`src/design/ql_bus_pkg.sv`:
```
/*
 * QL bus fabric package
 * Bus widths, memory map constants, RAM size encoding and bus structs
 */
`default_nettype none

package ql_bus_pkg;

	// ========================================
	// Widths
	// ========================================
	localparam int ADDR_W    = 24;             // 68000 address space
	localparam int DATA_W    = 16;             // CPU data bus
	localparam int SDRAM_AW  = 22;             // SDRAM word address

	// ========================================
	// Memory map
	// ========================================
	localparam logic [ADDR_W-1:0] QL_IO_BASE       = 24'h01_8000; // 16k internal I/O
	localparam logic [ADDR_W-1:0] GC_IO_BASE       = 24'h01_C000; // 256 byte GoldCard I/O page
	localparam logic [ADDR_W-1:0] GC_RAM1_BASE     = 24'h01_0000; // 32k extra RAM
	localparam logic [ADDR_W-1:0] GC_RAM2_BASE     = 24'h01_C000; // 16k extra RAM, minus the I/O page
	localparam logic [ADDR_W-1:0] GC_BOOT_ROM_BASE = 24'h04_0000; // Second boot ROM copy
	localparam logic [ADDR_W-1:0] GC_OS_ROM_BASE   = 24'h40_0000; // Original OS ROM copy
	localparam logic [ADDR_W-1:0] EXT_ROM_BASE     = 24'h00_C000; // 16k extension ROM slot
	localparam logic [7:0]        VRAM_BANK        = 8'h02;       // Screen memory, A23..A16

	// Shadow switch registers, low byte inside the GoldCard I/O page
	localparam logic [7:0] SHADOW_ON_OFS  = 8'h60;
	localparam logic [7:0] SHADOW_OFF_OFS = 8'h64;

	// Only QL-SD register that drives data back
	localparam logic [15:0] QLSD_READ_ADDR = 16'hFEE4;

	// Address wrap masks
	localparam logic [ADDR_W-1:0] WRAP_MASK_128K = 24'h03_FFFF; // 256k space
	localparam logic [ADDR_W-1:0] WRAP_MASK_1M   = 24'h0F_FFFF; // 640k and 896k
	localparam logic [ADDR_W-1:0] WRAP_MASK_8M   = 24'h7F_FFFF; // 4M RAM plus extended I/O

	localparam logic [DATA_W-1:0] OPEN_BUS = 16'hFFFF;          // Nothing answers

	// ========================================
	// Types
	// ========================================
	typedef enum logic [1:0]
	{
		RAM_128K  = 2'b00,
		RAM_640K  = 2'b01,
		RAM_896K  = 2'b10,
		RAM_4096K = 2'b11                      // Also selects GoldCard mode
	} ram_cfg_e;

	// Raw CPU bus cycle, strobes active high
	typedef struct packed
	{
		logic [ADDR_W-1:1] addr;               // A0 comes from the strobes
		logic              as;
		logic              rw;                 // 1 = read
		logic              uds;
		logic              lds;
		logic [DATA_W-1:0] dout;               // Write data
	} cpu_req_t;

	// Decoded cycle
	typedef struct packed
	{
		logic [ADDR_W-1:0] addr;               // Wrapped address
		logic              rd;
		logic              wr;
		logic              ql_io;
		logic              ram;                // Any RAM incl. GoldCard RAM
		logic              rom;
		logic              ext_rom;
		logic              os_rom;
		logic              gc_io;
		logic              gc_boot_rom;
		logic              gc_os_rom;
		logic              qlsd_reg;           // Not yet qualified by shadow state
		logic              qlsd_rd;
		logic              qlsd_dat;
		logic              gc_en;
	} ql_region_t;

	typedef struct packed
	{
		logic [DATA_W-1:0] ql_rom;
		logic [DATA_W-1:0] gc_rom;
		logic [DATA_W-1:0] sdram;
		logic [DATA_W-1:0] zx8302;
		logic [7:0]        qimi;
		logic [7:0]        qlsd;
	} src_data_t;

	typedef struct packed
	{
		logic sdram_dtack;
		logic qlsd_dtack;
		logic ram_delay_dtack;                 // QL contention, high = hold off
	} src_ack_t;

	typedef struct packed
	{
		logic [SDRAM_AW-1:0] addr;             // Word address
		logic [DATA_W-1:0]   din;
		logic                we;
		logic                oe;
		logic                uds;
		logic                lds;
	} sdram_req_t;

	typedef struct packed
	{
		logic zx8302_sel;
		logic qimi_sel;
		logic qlsd_sel;
		logic zx8301_ce;
		logic vram_wr;
	} periph_sel_t;

endpackage

`default_nettype wire
```
`src/design/ql_bus_fabric.sv`:
```
/*
 * QL bus fabric top level
 * Address decode and shadow control feeding the bus multiplexer
 */
`timescale 1ns/1ps
`default_nettype none

module ql_bus_fabric import ql_bus_pkg::*;
(
	input  wire logic        clk_sys,
	input  wire logic        reset,
	input  wire ram_cfg_e    ram_cfg,
	input  wire logic        ql_mode,      // Original QL CPU speed
	input  wire cpu_req_t    cpu_req,
	input  wire src_data_t   src_data,
	input  wire src_ack_t    src_ack,
	output      logic [15:0] cpu_din,
	output      logic        cpu_dtack,
	output      sdram_req_t  sdram_req,
	output      periph_sel_t periph_sel
);

	ql_region_t region;
	logic       rom_shadow;
	logic       shadow_read;
	logic       shadow_write;

	ql_addr_decode u_decode
	(
		.clk_sys (clk_sys),
		.reset   (reset),
		.ram_cfg (ram_cfg),
		.cpu_req (cpu_req),
		.region  (region)
	);

	// Same bus cycle as the decoder, reuses its GC I/O hit
	gc_shadow_ctrl u_shadow
	(
		.clk_sys      (clk_sys),
		.reset        (reset),
		.cpu_req      (cpu_req),
		.region       (region),
		.rom_shadow   (rom_shadow),
		.shadow_read  (shadow_read),
		.shadow_write (shadow_write)
	);

	ql_bus_mux u_mux
	(
		.cpu_req      (cpu_req),
		.ql_mode      (ql_mode),
		.region       (region),
		.rom_shadow   (rom_shadow),
		.shadow_read  (shadow_read),
		.shadow_write (shadow_write),
		.src_data     (src_data),
		.src_ack      (src_ack),
		.cpu_din      (cpu_din),
		.sdram_req    (sdram_req),
		.cpu_dtack    (cpu_dtack),
		.periph_sel   (periph_sel)
	);

endmodule

`default_nettype wire

```
`src/design/ql_bus_mux.sv`:
```
/*
 * QL bus multiplexer
 * CPU read data and dtack selection, SDRAM request and peripheral strobes
 */
`timescale 1ns/1ps
`default_nettype none

module ql_bus_mux import ql_bus_pkg::*;
(
	input  wire cpu_req_t     cpu_req,
	input  wire logic         ql_mode,
	input  wire ql_region_t   region,
	input  wire logic         rom_shadow,
	input  wire logic         shadow_read,
	input  wire logic         shadow_write,
	input  wire src_data_t    src_data,
	input  wire src_ack_t     src_ack,
	output      logic [15:0]  cpu_din,
	output      sdram_req_t   sdram_req,
	output      logic         cpu_dtack,
	output      periph_sel_t  periph_sel
);

	logic              io;                     // Read or write with strobes
	logic              qlsd_en;
	logic              qlsd_rd;
	logic              qlsd_sel;
	logic              qimi_sel;
	logic              zx8302_sel;
	logic              ram_delay;              // Contention, only in QL mode
	logic [DATA_W-1:0] qlsd_word;
	logic [DATA_W-1:0] io_dout;
	logic [DATA_W-1:0] ql_dout;
	logic [DATA_W-1:0] gc_dout_boot;
	logic [DATA_W-1:0] gc_dout_shadow;

	assign io = region.rd || region.wr;

	// QL-SD hidden under the GC boot ROM until the shadow is on
	assign qlsd_en  = !region.gc_en || rom_shadow;
	assign qlsd_rd  = qlsd_en && region.qlsd_rd;
	assign qlsd_sel = qlsd_en && (region.qlsd_reg || region.qlsd_dat);

	// ========================================
	// Peripheral selects
	// ========================================
	assign qimi_sel   = io && region.ql_io && region.addr[13:8] == 6'h3F; // $1bfxx
	assign zx8302_sel = io && region.ql_io && !region.addr[6] && !qimi_sel; // Mouse wins

	always_comb
	begin
		periph_sel            = '0;
		periph_sel.zx8302_sel = zx8302_sel;
		periph_sel.qimi_sel   = qimi_sel;
		periph_sel.qlsd_sel   = qlsd_sel;
		// MC_STAT, write only at $18063
		periph_sel.zx8301_ce  = region.ql_io && region.wr && cpu_req.lds &&
			{region.addr[6:5], region.addr[1]} == 3'b111;
		periph_sel.vram_wr    = region.wr && region.addr[23:16] == VRAM_BANK;
	end

	// ========================================
	// Read data
	// ========================================
	assign qlsd_word = {src_data.qlsd, src_data.qlsd};

	assign io_dout =
		qimi_sel   ? {src_data.qimi, src_data.qimi} :
		zx8302_sel ? src_data.zx8302 :
		'0;

	assign ql_dout =
		qlsd_rd    ? qlsd_word :
		region.rom ? src_data.ql_rom :         // OS plus ext ROM
		region.ram ? src_data.sdram :
		OPEN_BUS;

	// Shadow off, boot ROM everywhere low
	assign gc_dout_boot =
		region.rom         ? src_data.gc_rom :
		region.gc_boot_rom ? src_data.gc_rom :
		region.gc_os_rom   ? src_data.ql_rom :
		region.ram         ? src_data.sdram :
		OPEN_BUS;

	assign gc_dout_shadow =
		region.os_rom    ? src_data.sdram :    // Shadow RAM
		qlsd_rd          ? qlsd_word :
		region.ext_rom   ? src_data.ql_rom :
		region.gc_os_rom ? src_data.ql_rom :
		region.ram       ? src_data.sdram :
		OPEN_BUS;

	always_comb
	begin
		if (region.ql_io)
			cpu_din = io_dout;                 // I/O mapped in both modes
		else if (region.gc_en)
			cpu_din = rom_shadow ? gc_dout_shadow : gc_dout_boot;
		else
			cpu_din = ql_dout;
	end

	// ========================================
	// dtack
	// ========================================
	assign ram_delay = ql_mode && src_ack.ram_delay_dtack;

	always_comb
	begin
		if (qlsd_sel)
			cpu_dtack = src_ack.qlsd_dtack;
		else if (shadow_read || shadow_write)
			cpu_dtack = src_ack.sdram_dtack;
		else if (region.ram)
			cpu_dtack = src_ack.sdram_dtack && !ram_delay;
		else
			cpu_dtack = !ram_delay;            // 1 outside QL mode
	end

	// ========================================
	// SDRAM request
	// ========================================
	always_comb
	begin
		sdram_req      = '0;
		sdram_req.addr = {1'b0, region.addr[21:1]};                   // Word address
		sdram_req.din  = cpu_req.dout;
		sdram_req.we   = cpu_req.as && !cpu_req.rw && (region.ram || shadow_write);
		sdram_req.oe   = region.rd && (region.ram || shadow_read);
		sdram_req.uds  = cpu_req.as && cpu_req.uds;
		sdram_req.lds  = cpu_req.as && cpu_req.lds;
	end

endmodule

`default_nettype wire

```
`src/design/gc_shadow_ctrl.sv`:
```
/*
 * GoldCard ROM shadow control
 * Shadow enable register and the shadow read and write qualifiers
 */
`timescale 1ns/1ps
`default_nettype none

module gc_shadow_ctrl import ql_bus_pkg::*;
(
	input  wire logic       clk_sys,
	input  wire logic       reset,
	input  wire cpu_req_t   cpu_req,
	input  wire ql_region_t region,
	output      logic       rom_shadow,
	output      logic       shadow_read,
	output      logic       shadow_write
);

	logic reg_wr;                              // Upper byte write to the GC I/O page

	assign reg_wr = region.gc_io && region.wr && cpu_req.uds && !cpu_req.lds;

	always_ff @(posedge clk_sys)
	begin
		if (reset)
			rom_shadow <= 1'b0;                // Boot mapping after reset
		else if (reg_wr)
		begin
			if (region.addr[7:0] == SHADOW_ON_OFS)
				rom_shadow <= 1'b1;            // Shadow RAM on
			else if (region.addr[7:0] == SHADOW_OFF_OFS)
				rom_shadow <= 1'b0;            // Back to boot ROM
		end
	end

	// OS ROM area served from SDRAM once shadowed
	assign shadow_read = region.rd && region.os_rom && rom_shadow;

	// Copying the OS into SDRAM while still running from boot ROM
	// Any write cycle counts, strobes or not
	assign shadow_write = cpu_req.as && !cpu_req.rw && region.os_rom && !rom_shadow;

endmodule

`default_nettype wire

```
`src/design/ql_addr_decode.sv`:
```
/*
 * QL address decoder
 * Wraps the CPU address by RAM size and decodes regions and cycle kind
 */
`timescale 1ns/1ps
`default_nettype none

module ql_addr_decode import ql_bus_pkg::*;
(
	input  wire logic       clk_sys,
	input  wire logic       reset,
	input  wire ram_cfg_e   ram_cfg,
	input  wire cpu_req_t   cpu_req,
	output      ql_region_t region
);

	ram_cfg_e          ram_cfg_q;              // Size as seen at reset
	logic [ADDR_W-1:0] wrap_mask;
	logic [ADDR_W-1:0] a;                      // Wrapped address
	logic              gc_en;
	logic              rd;
	logic              wr;
	logic              bram;
	logic              xram;
	logic              gc_io;
	logic              gc_ram1;
	logic              gc_ram2;
	logic              rom;
	logic              ext_rom;

	// Size change only takes effect through a reset
	always_ff @(posedge clk_sys)
	begin
		if (reset)
			ram_cfg_q <= ram_cfg;
	end

	always_comb
	begin
		unique case (ram_cfg_q)
			RAM_128K:  wrap_mask = WRAP_MASK_128K;
			RAM_640K,
			RAM_896K:  wrap_mask = WRAP_MASK_1M;
			default:   wrap_mask = WRAP_MASK_8M;
		endcase
	end

	// A0 high only on a lower byte access
	assign a     = {cpu_req.addr, !cpu_req.uds && cpu_req.lds} & wrap_mask;
	assign gc_en = ram_cfg_q == RAM_4096K;

	// ========================================
	// Cycle kind
	// ========================================
	assign rd = cpu_req.as &&  cpu_req.rw && (cpu_req.uds || cpu_req.lds);
	assign wr = cpu_req.as && !cpu_req.rw && (cpu_req.uds || cpu_req.lds);

	// ========================================
	// RAM
	// ========================================
	assign bram = a[23:17] == 7'h01;           // 128k base RAM $20000-$3ffff

	// Extended RAM above $40000, size dependent
	always_comb
	begin
		unique case (ram_cfg_q)
			RAM_640K:  xram = (a[23:20] == 4'h0) && ^a[19:18]; // $40000-$bffff
			RAM_896K:  xram = (a[23:20] == 4'h0) && |a[19:18]; // $40000-$fffff
			RAM_4096K: xram = (a[23:22] == 2'b00) && |a[21:18]; // up to $3fffff
			default:   xram = 1'b0;
		endcase
	end

	assign gc_io   = gc_en && a[23:8] == GC_IO_BASE[23:8];
	assign gc_ram1 = gc_en && a[23:15] == GC_RAM1_BASE[23:15];
	assign gc_ram2 = gc_en && a[23:14] == GC_RAM2_BASE[23:14] && !gc_io; // Skips the I/O page

	// ========================================
	// ROM
	// ========================================
	assign rom     = a[23:16] == 8'h00;                    // Lower 64k
	assign ext_rom = a[23:14] == EXT_ROM_BASE[23:14];

	always_comb
	begin
		region             = '0;
		region.addr        = a;
		region.rd          = rd;
		region.wr          = wr;
		region.gc_en       = gc_en;
		region.ql_io       = a[23:14] == QL_IO_BASE[23:14]; // $18000-$1bfff
		region.ram         = bram || xram || gc_ram1 || gc_ram2;
		region.rom         = rom;
		region.ext_rom     = ext_rom;
		region.os_rom      = rom && !ext_rom;               // $0000-$bfff
		region.gc_io       = gc_io;
		region.gc_boot_rom = gc_en && a[23:16] == GC_BOOT_ROM_BASE[23:16];
		region.gc_os_rom   = gc_en && a[23:16] == GC_OS_ROM_BASE[23:16];

		// QL-SD sits in the ROM slot, reads only
		region.qlsd_reg = rom && rd &&
			(a[15:4] == 12'hFEE || a[15:4] == 12'hFEF);
		region.qlsd_rd  = rom && rd && a[15:0] == QLSD_READ_ADDR;
		region.qlsd_dat = rom && rd && a[15:8] == 8'hFF;       // Data window
	end

endmodule

`default_nettype wire

```
`config.mk`:
```
export PLATFORM = sky130hd
export DESIGN_NAME = ql_bus_fabric
export DESIGN_NICKNAME = d
export VERILOG_FILES = /design/src/design/ql_bus_pkg.sv /design/src/design/ql_bus_fabric.sv /design/src/design/ql_bus_mux.sv /design/src/design/gc_shadow_ctrl.sv /design/src/design/ql_addr_decode.sv
export SDC_FILE = /design/constraint.sdc
export NUM_CORES = 1
export LEC_CHECK = 0
export ABC_AREA = 1
export BUFFER_PORTS_ARGS = -buffer_cell sky130_fd_sc_hd__buf_2
export CORE_ASPECT_RATIO = 1.25
export CORE_MARGIN = 4
export CORE_UTILIZATION = 40
export CTS_BUF_LIST = sky130_fd_sc_hd__clkbuf_4
export DETAILED_ROUTE_END_ITERATION = 12
export GPL_ROUTABILITY_DRIVEN = 0
export PLACE_DENSITY = 0.81
export SLEW_MARGIN = 30
export SYNTH_ARGS = -nofsm -noshare
export SYNTH_HDL_FRONTEND = slang
export SYNTH_SLANG_ARGS = --single-unit
```
`constraint.sdc`:
```
create_clock -name clk_sys -period 3.4 [get_ports clk_sys]
set_input_delay 0.68 -clock clk_sys [delete_from_list [all_inputs] [get_ports clk_sys]]
set_output_delay 0.68 -clock clk_sys [all_outputs]
set_load 0.02 [all_outputs]
```
After elaboration in Yosys (flattened, before gate mapping)

Cells that the tools add are included.

Register bits: 3
Input port bits: 131
Logic and storage cells: 117
Output and inout port bits: 64

Mux-type cells: 21
Bitwise gates (word level): 1
Reductions and logical operators: 73
Eq/ne operators: 20

Operators by type and width:

| operator               | number |
|---|---|
| $mux W16               | 14 |
| $pmux W23 S2           | 1 |
| $logic_and A1 B1 Y1    | 42 |
| $and A24 B23 Y24       | 1 |
| $eq A12 B12 Y1 const B | 2 |
| $eq A8 B7 Y1 const B   | 3 |
| $eq A10 B3 Y1 const B  | 2 |
| $eq A16 B16 Y1 const B | 1 |
| $eq A16 B9 Y1 const B  | 1 |
| $logic_or A1 B1 Y1     | 11 |
| $eq A10 B2 Y1 const B  | 1 |
| $logic_not A1 Y1       | 10 |
| $eq A9 B2 Y1 const B   | 1 |
| $eq A8 B2 Y1 const B   | 1 |
| $eq A8 B3 Y1 const B   | 1 |
| $eq A8 B8 Y1 const B   | 1 |
| $logic_not A8 Y1       | 1 |
| $eq A7 B1 Y1 const B   | 1 |
| $eq A6 B6 Y1 const B   | 1 |
| $mux W1                | 5 |
| $eq A2 B2 Y1 const B   | 2 |
| $logic_not A2 Y1       | 2 |
| $logic_not A4 Y1       | 1 |
| $reduce_or A2 Y1       | 2 |
| other kinds (7)        | 7 |

Longest topological paths before layout

Gate-level depths: netlist (run 1).

Word-level depth: 18
Gate-level depth with buffers: 21

Modules after synthesis

Synthesis (run 1) repeated with hierarchy kept, for this count alone.

Cell total of the unflattened synthesis: 702
Area total of the unflattened synthesis: 3507.1 µm²

Modules (own cells, without submodules):

| module         | area each (µm²) | cells an instance | seq. area each (µm²) | instances |
|---|---|---|---|---|
| ql_bus_mux     | 2618.8          | 550               | 0.0                  | 1 |
| ql_addr_decode | 735.7           | 117               | 60.1                 | 1 |
| gc_shadow_ctrl | 152.6           | 35                | 20.0                 | 1 |

Worst setup path before layout (run 1)

OpenSTA, ideal clock, no wires.

Path kind: input-to-output
Start: input port cpu_req[38] in the netlist's numbering
End: output port cpu_dtack
Data required time: 2720 ps
Path buffers: 1
Setup slack: 313 ps
Cell stages on the path: 11
Arrival time: 2407 ps
Cells stage by stage: nand2_1 -> ha_1 -> inv_1 -> nor3_1 -> nand3_1 -> nand2_1 -> nand3_4 -> buf_4 -> nor2_1 -> nor2_1 -> o31ai_1

Word-level cells in the longest chain between the ends: 10
Elaborated cells on any way between the ends: 37
Classes of those cells: 5 x eq/ne; 4 x mux; 1 x bitwise; 27 x reduce/logical

Ends and longest elaborated chain:

| item                                           | line                                                             | RTL |
|---|---|---|
| start, declared                                | ql_bus_fabric.sv:14                                              | `input wire cpu_req_t cpu_req,` |
| $and A24 B23 Y24 *                             | ql_addr_decode.sv:49                                             | `assign a = {cpu_req.addr, !cpu_req.uds && cpu_req.lds} & wrap_mask;` |
| $reduce_or A4 Y1, or another cell as far along | ql_addr_decode.sv:69                                             | `RAM_4096K: xram = (a[23:22] == 2'b00) && \|a[21:18];` |
| $logic_and A1 B1 Y1 (on tied branches)         | ql_addr_decode.sv:69, ql_addr_decode.sv:67, ql_addr_decode.sv:68 |  |
| $pmux W1 S3                                    | ql_addr_decode.sv:66                                             | `unique case (ram_cfg_q)` |
| $logic_or A1 B1 Y1 (3 in a row)                | ql_addr_decode.sv:92                                             | `region.ram = bram \|\| xram \|\| gc_ram1 \|\| gc_ram2;` |
| $mux W1                                        | ql_bus_mux.sv:115                                                | `else if (region.ram)` |
| $mux W1                                        | ql_bus_mux.sv:113                                                | `else if (shadow_read \|\| shadow_write)` |
| $mux W1 *                                      | ql_bus_mux.sv:111                                                | `if (qlsd_sel)` |
| end, declared                                  | ql_bus_fabric.sv:18                                              | `output logic cpu_dtack,` |

Every way passes the cells marked *; elsewhere a longest branch is shown, timed or not.

Worst setup path in the final report (run 1)

Start: register u_decode.ram_cfg_q[0]
End: output port cpu_din[0]

Word-level cells in the longest chain between the ends: 18
Elaborated cells on any way between the ends: 61
Classes of those cells: 11 x eq/ne; 16 x mux; 1 x bitwise; 33 x reduce/logical

Ends and longest elaborated chain:

| item                                                | line                                                             | RTL |
|---|---|---|
| start, declared                                     | ql_addr_decode.sv:17                                             | `ram_cfg_e ram_cfg_q;` |
| start signal, assigned                              | ql_addr_decode.sv:35                                             | `ram_cfg_q <= ram_cfg;` |
| $eq A2 B1 Y1 / $eq A2 B2 Y1 (equally long branches) | ql_addr_decode.sv:40, ql_addr_decode.sv:66                       |  |
| $reduce_or A2 Y1                                    | ql_addr_decode.sv:40                                             | `unique case (ram_cfg_q)` |
| $pmux W23 S2                                        | ql_addr_decode.sv:40                                             |  |
| $and A24 B23 Y24                                    | ql_addr_decode.sv:49                                             |  |
| $reduce_or A4 Y1, or another cell as far along      | ql_addr_decode.sv:69                                             |  |
| $logic_and A1 B1 Y1 (on tied branches)              | ql_addr_decode.sv:69, ql_addr_decode.sv:67, ql_addr_decode.sv:68 |  |
| $pmux W1 S3                                         | ql_addr_decode.sv:66                                             |  |
| $logic_or A1 B1 Y1 (3 in a row)                     | ql_addr_decode.sv:92                                             |  |
| $mux W16                                            | ql_bus_mux.sv:75, ql_bus_mux.sv:83, ql_bus_mux.sv:91             |  |
| $mux W16                                            | ql_bus_mux.sv:82, ql_bus_mux.sv:90                               |  |
| $mux W16                                            | ql_bus_mux.sv:89                                                 | `region.ext_rom ? src_data.ql_rom :` |
| $mux W16                                            | ql_bus_mux.sv:88                                                 | `qlsd_rd ? qlsd_word :` |
| $mux W16                                            | ql_bus_mux.sv:87                                                 | `region.os_rom ? src_data.sdram :` |
| $mux W16                                            | ql_bus_mux.sv:99                                                 | `cpu_din = rom_shadow ? gc_dout_shadow : gc_dout_boot;` |
| $mux W16                                            | ql_bus_mux.sv:98                                                 | `else if (region.gc_en)` |
| $mux W16 *                                          | ql_bus_mux.sv:96                                                 | `if (region.ql_io)` |
| end, declared                                       | ql_bus_fabric.sv:17                                              | `output logic [15:0] cpu_din,` |

Marks and branches as above.

==> impl_metrics.py, run 1 <==
metrics = {
    "cts": {
        "insertion_delay_ns": 0.24,
        "clkTransAtPathRegs_ns": 0.04,
        "clock_path_buffers": 2,
        "root_buffer": "clkbuf_4",
        "postCtsHoldBufs": 0,
        "cts_tree": "done",
        "clock-sinks": 3,
        "htreeDepth": 1,
        "cts_buffers": 3,
    },
    "global_route": {
        "overflow": 0,
        "grt_pass1_wl_um": 18280,
        "first_global_vias": 4168,
        "grt_util_all_layers_pct": 23.72,
        "antenna_found_initial": 1,
        "grt_max_degree": 33,
    },
    "run_status": {
        "outcome": "completed",
    },
    "power": {
        "total_power_mw": 0.7208,
        "p_per_area_nw_per_um2": 180.0,
        "total_leakage_power_nw": 2.385,
        "vdd_drop_max_mv": 0.2133,
    },
    "yosys": {
        "synth_seq_cells": 3,
        "synth_area_per_cell_um2": 4.885,
        "async_flop_share_pct": 0,
        "ys_types": 39,
        "synth_warnings": 0,
        "synth_ff_type": "edfxtp_1",
        "ys_top_cells_by_area": "nand2_1 26%, nor2_1 10%, buf_4 9.7%",
        "synth_top_area_share_pct": 25.97,
        "synthesis.nets": 785,
        "netlist_area_um2": 3166,
        "synthCells": 648,
        "synth-edff-count": 2,
        "ys_seq_area_share_pct": 2.530,
        "yosys.area.top_type": "nand2_1",
    },
    "critical_path": {
        "r2r-start": "u_decode.ram_cfg_q[0]",
        "cpPeakStageDelay_ns": 0.44,
        "cp.required_ns": 2.72,
        "path_buf_inv": 2,
        "crit_start": "u_decode.ram_cfg_q[0]",
        "cp_max_fo": 25,
        "end_kind": "output pin",
        "critPathKind": "reg -> out",
        "cp-start-kind": "flip-flop",
        "critical_path_arrival_ns": 2.67,
        "crit_family": "simple AND/OR/NAND/NOR gates",
        "cp_common_cell": "nand2_1",
        "worst_path_max_delay_cell": "edfxtp_1",
        "path_cells": "ha_1, nand2_2, nand2_2, nor2_2, nand4_1, nand3_4, buf_12, nand2_1, nand2_1, nand2_1, nand2_1, nand3_1, nor2_1, nor2_1, buf_4",
    },
    "timing": {
        "period_share_pct": 98.62,
        "finalWorstSetupSlack_ns": 0.04697,
        "finalCriticalPeriod_ns": 3.353,
        "grt_setup_unrepaired": "true",
        "hold_viol": 0,
        "finalClockSkew_ns": 0.0008122,
        "tns_ns": 0,
        "fmax_mhz": 298.2,
        "holdWs_ns": 0.6188,
        "maxSlewViolCount": 0,
        "setup_viol": 0,
    },
    "finish": {
        "layout_commonest_cell": "nand2_1",
        "drive_gt1_share_pct": 33.85,
        "multi_input_comb_area_um2": 2426,
        "regArea_um2": 80.08,
        "area_growth_pct": 26.48,
        "n_fill_cell": 861,
        "layout.nets": 906,
        "mostFrequentLayoutCells": "216 x nand2_1, 145 x buf_2, 83 x nor2_1",
    },
    "routing": {
        "drt-initial-drc-count": 280,
        "wl_per_cell_um": 13.42,
        "postRouteAntennaNets": 0,
        "vias": 4470,
        "wl_um": 11610,
        "via_per_inst": 5.168,
        "firstDrtPassIters": 5,
        "drcViolationCount": 0,
    },
    "floorplan": {
        "core_um2": 7747,
        "die_x_um": 87.57,
        "dieArea_um2": 9410,
        "ioPinCount": 195,
        "rows": 36,
        "die_h_um": 107.5,
        "start_util_pct": 40.86,
    },
    "placement": {
        "port_buffers": 160,
        "dp_hpwl_um": 9025,
        "place_ws_ns": 0.09878,
    },
    "run": {
        "drv_cap": 0,
    },
    "worst_hold_path": {
        "min-delay-start": "ram_cfg[1]",
        "hp-class": "in -> reg",
    },
}
==> power by group <==
group | leakage, nW | internal [mW] | switching [mW]
registers | 0.0276 | 0.0414 | 0.00223
logic | 2.34 | 0.233 | 0.372
clock network | 0.0184 | 0.0521 | 0.0205
total | 2.38 | 0.326 | 0.395
==> Yosys cell counts (3+ instances only) <==
master	count
nand2_1	219
nor2_1	88
inv_1	65
a21oi_1	60
nand3_1	43
buf_4	41
nand2_2	21
inv_2	16
o21ai_0	14
buf_2	12
nor3_1	9
ha_1	6
o21ai_1	6
nand4_1	5
clkbuf_1	4
nor2_4	4
a21oi_2	3
nand3_4	3
nor2_2	3
==> cell families (layout without fill, tap and decap cells) <==
group / Yosys count / count (layout) / synth area share (%)
flip-flops: 3 / 3 / 2.530
buffers and inverters: 145 / 265 / 23.52
AO/OA/AOI/OAI: 88 / 88 / 14.59
AND/OR/NAND/NOR: 405 / 405 / 56.88
adder cells (fa/ha/maj): 6 / 6 / 2.371
other: 1 / 3 / 0.1185
==> per-layer routing <==
metal / track usage [%] / part of all wire, % / wire length (µm)
met5: 0 / 0 / 0
met3: 3.599 / 11 / 1233
met1: 26.73 / 36 / 4222
met2: 42.78 / 49 / 5697
met4: 10.86 / 3.9 / 454
==> timing repair <==
item,in CTS,in global routing
pin swaps,0,5
setup endpoints to repair,16,17
gates resized for setup,6,40
setup buffers,0,2
==> worst paths after layout <==
kind	end	slack, ns	cells after the start
setup / recovery	cpu_din[0]	0.05	15
hold reg to reg	u_shadow.rom_shadow	0.62	2
hold / removal	u_decode.ram_cfg_q[1]	0.62	1
setup reg to reg	u_shadow.rom_shadow	1.42	13
==> layout make-up <==
| class | instances | area share, % |
|---|---|---|
| sequential | 3 | 2.000 |
| tap | 95 | 2.969 |
| multi-input combinational | 500 | 60.59 |
| timing repair buffer | 177 | 25.37 |
| inverter | 84 | 8.187 |
| clock buffer | 4 | 0.7500 |
| antenna | 2 | 0.1250 |
==> registers in the layout, summed over array words and instances (netlist names) <==
signal,count
u_decode.ram_cfg_q,2
u_shadow.rom_shadow,1
==> worst register-to-register path, delay by kind of cell (launching register included) <==
kind	cells	cell delay, ns
AOI/OAI and AO/OA	1	0.06
adders and majority gates	2	0.31
DFF	1	0.44
and+or+nand+nor	6	0.66
buffers and inverters	4	0.39
==> through the flow <==
step	cells	area (µm²)	util, %
6_report	865	4004	51.68
5_1_grt	864	4001	51.65
4_1_cts	861	3876	50.03
3_5_place_dp	857	3824	49.35
3_3_place_gp	857	3824	49.35
2_1_floorplan	648	3166	-
(Power assumes the default switching activity.)
==> run 2: changes to the inputs <==
--- a/config.mk
+++ b/config.mk
@@ -7,13 +7,15 @@
 export LEC_CHECK = 0
 export ABC_AREA = 1
 export BUFFER_PORTS_ARGS = -buffer_cell sky130_fd_sc_hd__buf_2
+export CELL_PAD_IN_SITES_DETAIL_PLACEMENT = 1
+export CELL_PAD_IN_SITES_GLOBAL_PLACEMENT = 2
 export CORE_ASPECT_RATIO = 1.25
 export CORE_MARGIN = 4
-export CORE_UTILIZATION = 40
+export CORE_UTILIZATION = 19
 export CTS_BUF_LIST = sky130_fd_sc_hd__clkbuf_4
 export DETAILED_ROUTE_END_ITERATION = 12
 export GPL_ROUTABILITY_DRIVEN = 0
-export PLACE_DENSITY = 0.81
+export PLACE_DENSITY = 0.88
 export SLEW_MARGIN = 30
 export SYNTH_ARGS = -nofsm -noshare
 export SYNTH_HDL_FRONTEND = slang
==> impl_metrics.py, run 2 (synthesized netlist as in run 1, its figures left out) <==
metrics = {
    "run_status": {
        "outcome": "complete, but fails checks",
        "violations": "negative setup slack",
    },
    "critical_path": {
        "path_depth": 23,
        "cpPeakStageDelay_ns": 0.41,
        "crit_start": "u_decode.ram_cfg_q[0]",
        "cp_max_fo": 5,
        "cp.required_ns": 2.72,
        "crit_family": "simple AND/OR/NAND/NOR gates",
        "cp-start-kind": "flip-flop",
        "path_cells": "inv_2, ha_4, inv_4, nand2_4, ha_4, buf_6, nand2_2, nand2_2, nor2_2, nand2_1, nand2_1, nand2_2, nand3_4, buf_4, buf_8, nand2_4, nand2_2, nand2_1, nand2_1, a21oi_2, nor2_4, nor2_2, buf_6",
        "r2r_cells": 26,
        "end_kind": "output pin",
        "worst_path_max_delay_cell": "edfxtp_1",
        "path_buf_inv": 6,
        "critPathKind": "reg -> out",
        "critical_path_arrival_ns": 2.77,
        "r2r-start": "u_decode.ram_cfg_q[0]",
    },
    "routing": {
        "wl_per_cell_um": 15.82,
        "firstDrtPassIters": 4,
        "postRouteAntennaNets": 0,
        "drcViolationCount": 0,
        "via_per_inst": 4.475,
        "drt-initial-drc-count": 167,
        "wl_um": 16160,
        "vias": 4569,
    },
    "finish": {
        "n_fill_cell": 2255,
        "area_growth_pct": 51.15,
        "layout.nets": 941,
        "mostFrequentLayoutCells": "196 x nand2_1, 146 x buf_2, 72 x nor2_1",
        "largest_reg_flops": 2,
        "layout_commonest_cell": "nand2_1",
        "design_area_um2": 4785,
        "regMostFlops": "u_decode.ram_cfg_q",
        "reg.largest.list": "u_decode.ram_cfg_q (2), u_shadow.rom_shadow (1)",
        "drive_gt1_share_pct": 42.84,
    },
    "floorplan": {
        "die_x_um": 123.5,
        "dieArea_um2": 18800,
        "core_um2": 16270,
        "die_h_um": 152.3,
        "ioPinCount": 195,
        "rows": 52,
        "start_util_pct": 19.46,
    },
    "cts": {
        "htreeDepth": 1,
        "insertion_delay_ns": 0.23,
        "clock-sinks": 3,
        "clkTransAtPathRegs_ns": 0.04,
        "cts_tree": "done",
        "postCtsHoldBufs": 0,
        "cts_buffers": 3,
        "root_buffer": "clkbuf_4",
        "clock_path_buffers": 2,
    },
    "placement": {
        "place_ws_ns": -0.01875,
        "port_buffers": 160,
        "dp_hpwl_um": 12520,
        "placed_area_um2": 4110,
    },
    "timing": {
        "finalCriticalPeriod_ns": 3.446,
        "holdWs_ns": 0.5946,
        "finalWorstSetupSlack_ns": -0.04606,
        "period_share_pct": 101.4,
        "max-slew-margin-rel_pct": 63.36,
        "maxSlewViolCount": 0,
        "hold_viol": 0,
        "grt_setup_unrepaired": "true",
        "setup_viol": 6,
        "fmax_mhz": 290.2,
        "finalClockSkew_ns": 0.002732,
        "worstMarginPinSlew_ns": 0.5490,
    },
    "global_route": {
        "grt_pass1_wl_um": 24680,
        "overflow": 0,
        "antenna_found_initial": 3,
        "first_global_vias": 4785,
        "grt_max_degree": 23,
        "grt_util_all_layers_pct": 16.33,
    },
    "power": {
        "total_leakage_power_nw": 2.660,
        "vdd_drop_max_mv": 0.1521,
        "p_per_area_nw_per_um2": 184.5,
    },
    "worst_hold_path": {
        "hp-class": "reg -> reg",
        "holdPathStages": 2,
        "min-delay-start": "u_shadow.rom_shadow",
    },
    "run": {
        "drv_cap": 0,
    },
}
-- run 2: cell count changes in the layout (fill, tap and decap cells not counted), sizes merged --
cell    previous run  this run
inv               83        82
clkinv             1         2
buf              177       212
-- run 2: routing by layer --
metal  wire (µm)  vias to the layer above  track usage (%)
li1            -                     2291                -
met1        6359                     2131            19.35
met2        8754                      128            31.21
met3         798                       15            1.597
met4         221                        4            3.061
met5          21                        -                0
-- run 2: per-stage QoR --
stage / utilization (%) / power [mW] / TNS (ns) / cells
2_1_floorplan: - / 0.4495 / 0 / 648
3_3_place_gp: 25.27 / 0.6476 / 0 / 991
3_5_place_dp: 25.27 / 0.6567 / -0.03710 / 991
4_1_cts: 27.92 / 0.8395 / -0.1271 / 1016
5_1_grt: 29.40 / 0.9700 / -3.337 / 1020
6_report: 29.42 / 0.8828 / -0.08292 / 1021
-- run 2: cell type report --
class / instances / area [µm²] / area share [%]
antenna: 2 / 5.005 / 0.1046
clock buffer: 4 / 30.03 / 0.6276
inverter: 84 / 332.8 / 6.956
multi-input combinational: 500 / 2666 / 55.73
sequential: 3 / 80.08 / 1.674
tap: 216 / 270.3 / 5.649
timing repair buffer: 212 / 1400 / 29.26
-- run 2: power by group --
group,leakage (nW),total [mW],switching [mW],internal [mW]
logic,2.61,0.768,0.448,0.320
clock network,0.0184,0.0716,0.0195,0.0520
registers,0.0276,0.0428,0.00146,0.0414
-- run 2: tightest hold or removal path: stages (launching register included) --
cell and delay [ns]:
dfxtp_1 0.39, nand2_1 0.11, a21oi_1 0.05
-- run 2: timing repair --
| action | CTS | global route |
|---|---|---|
| resized for setup | 54 | 68 |
| setup buffers | 20 | 5 |
| cloned | 3 | 0 |
| pin swaps | 26 | 36 |
| setup endpoints to repair | 17 | 18 |
-- run 2: worst paths after layout --
| check | endpoint | slack (ns) |
|---|---|---|
| worst max-delay path | cpu_din[15] | -0.05 |
| worst min-delay path | u_shadow.rom_shadow | 0.59 |
| worst max register to register | u_shadow.rom_shadow | 0.04 |
| worst min register to register | u_shadow.rom_shadow | 0.59 |
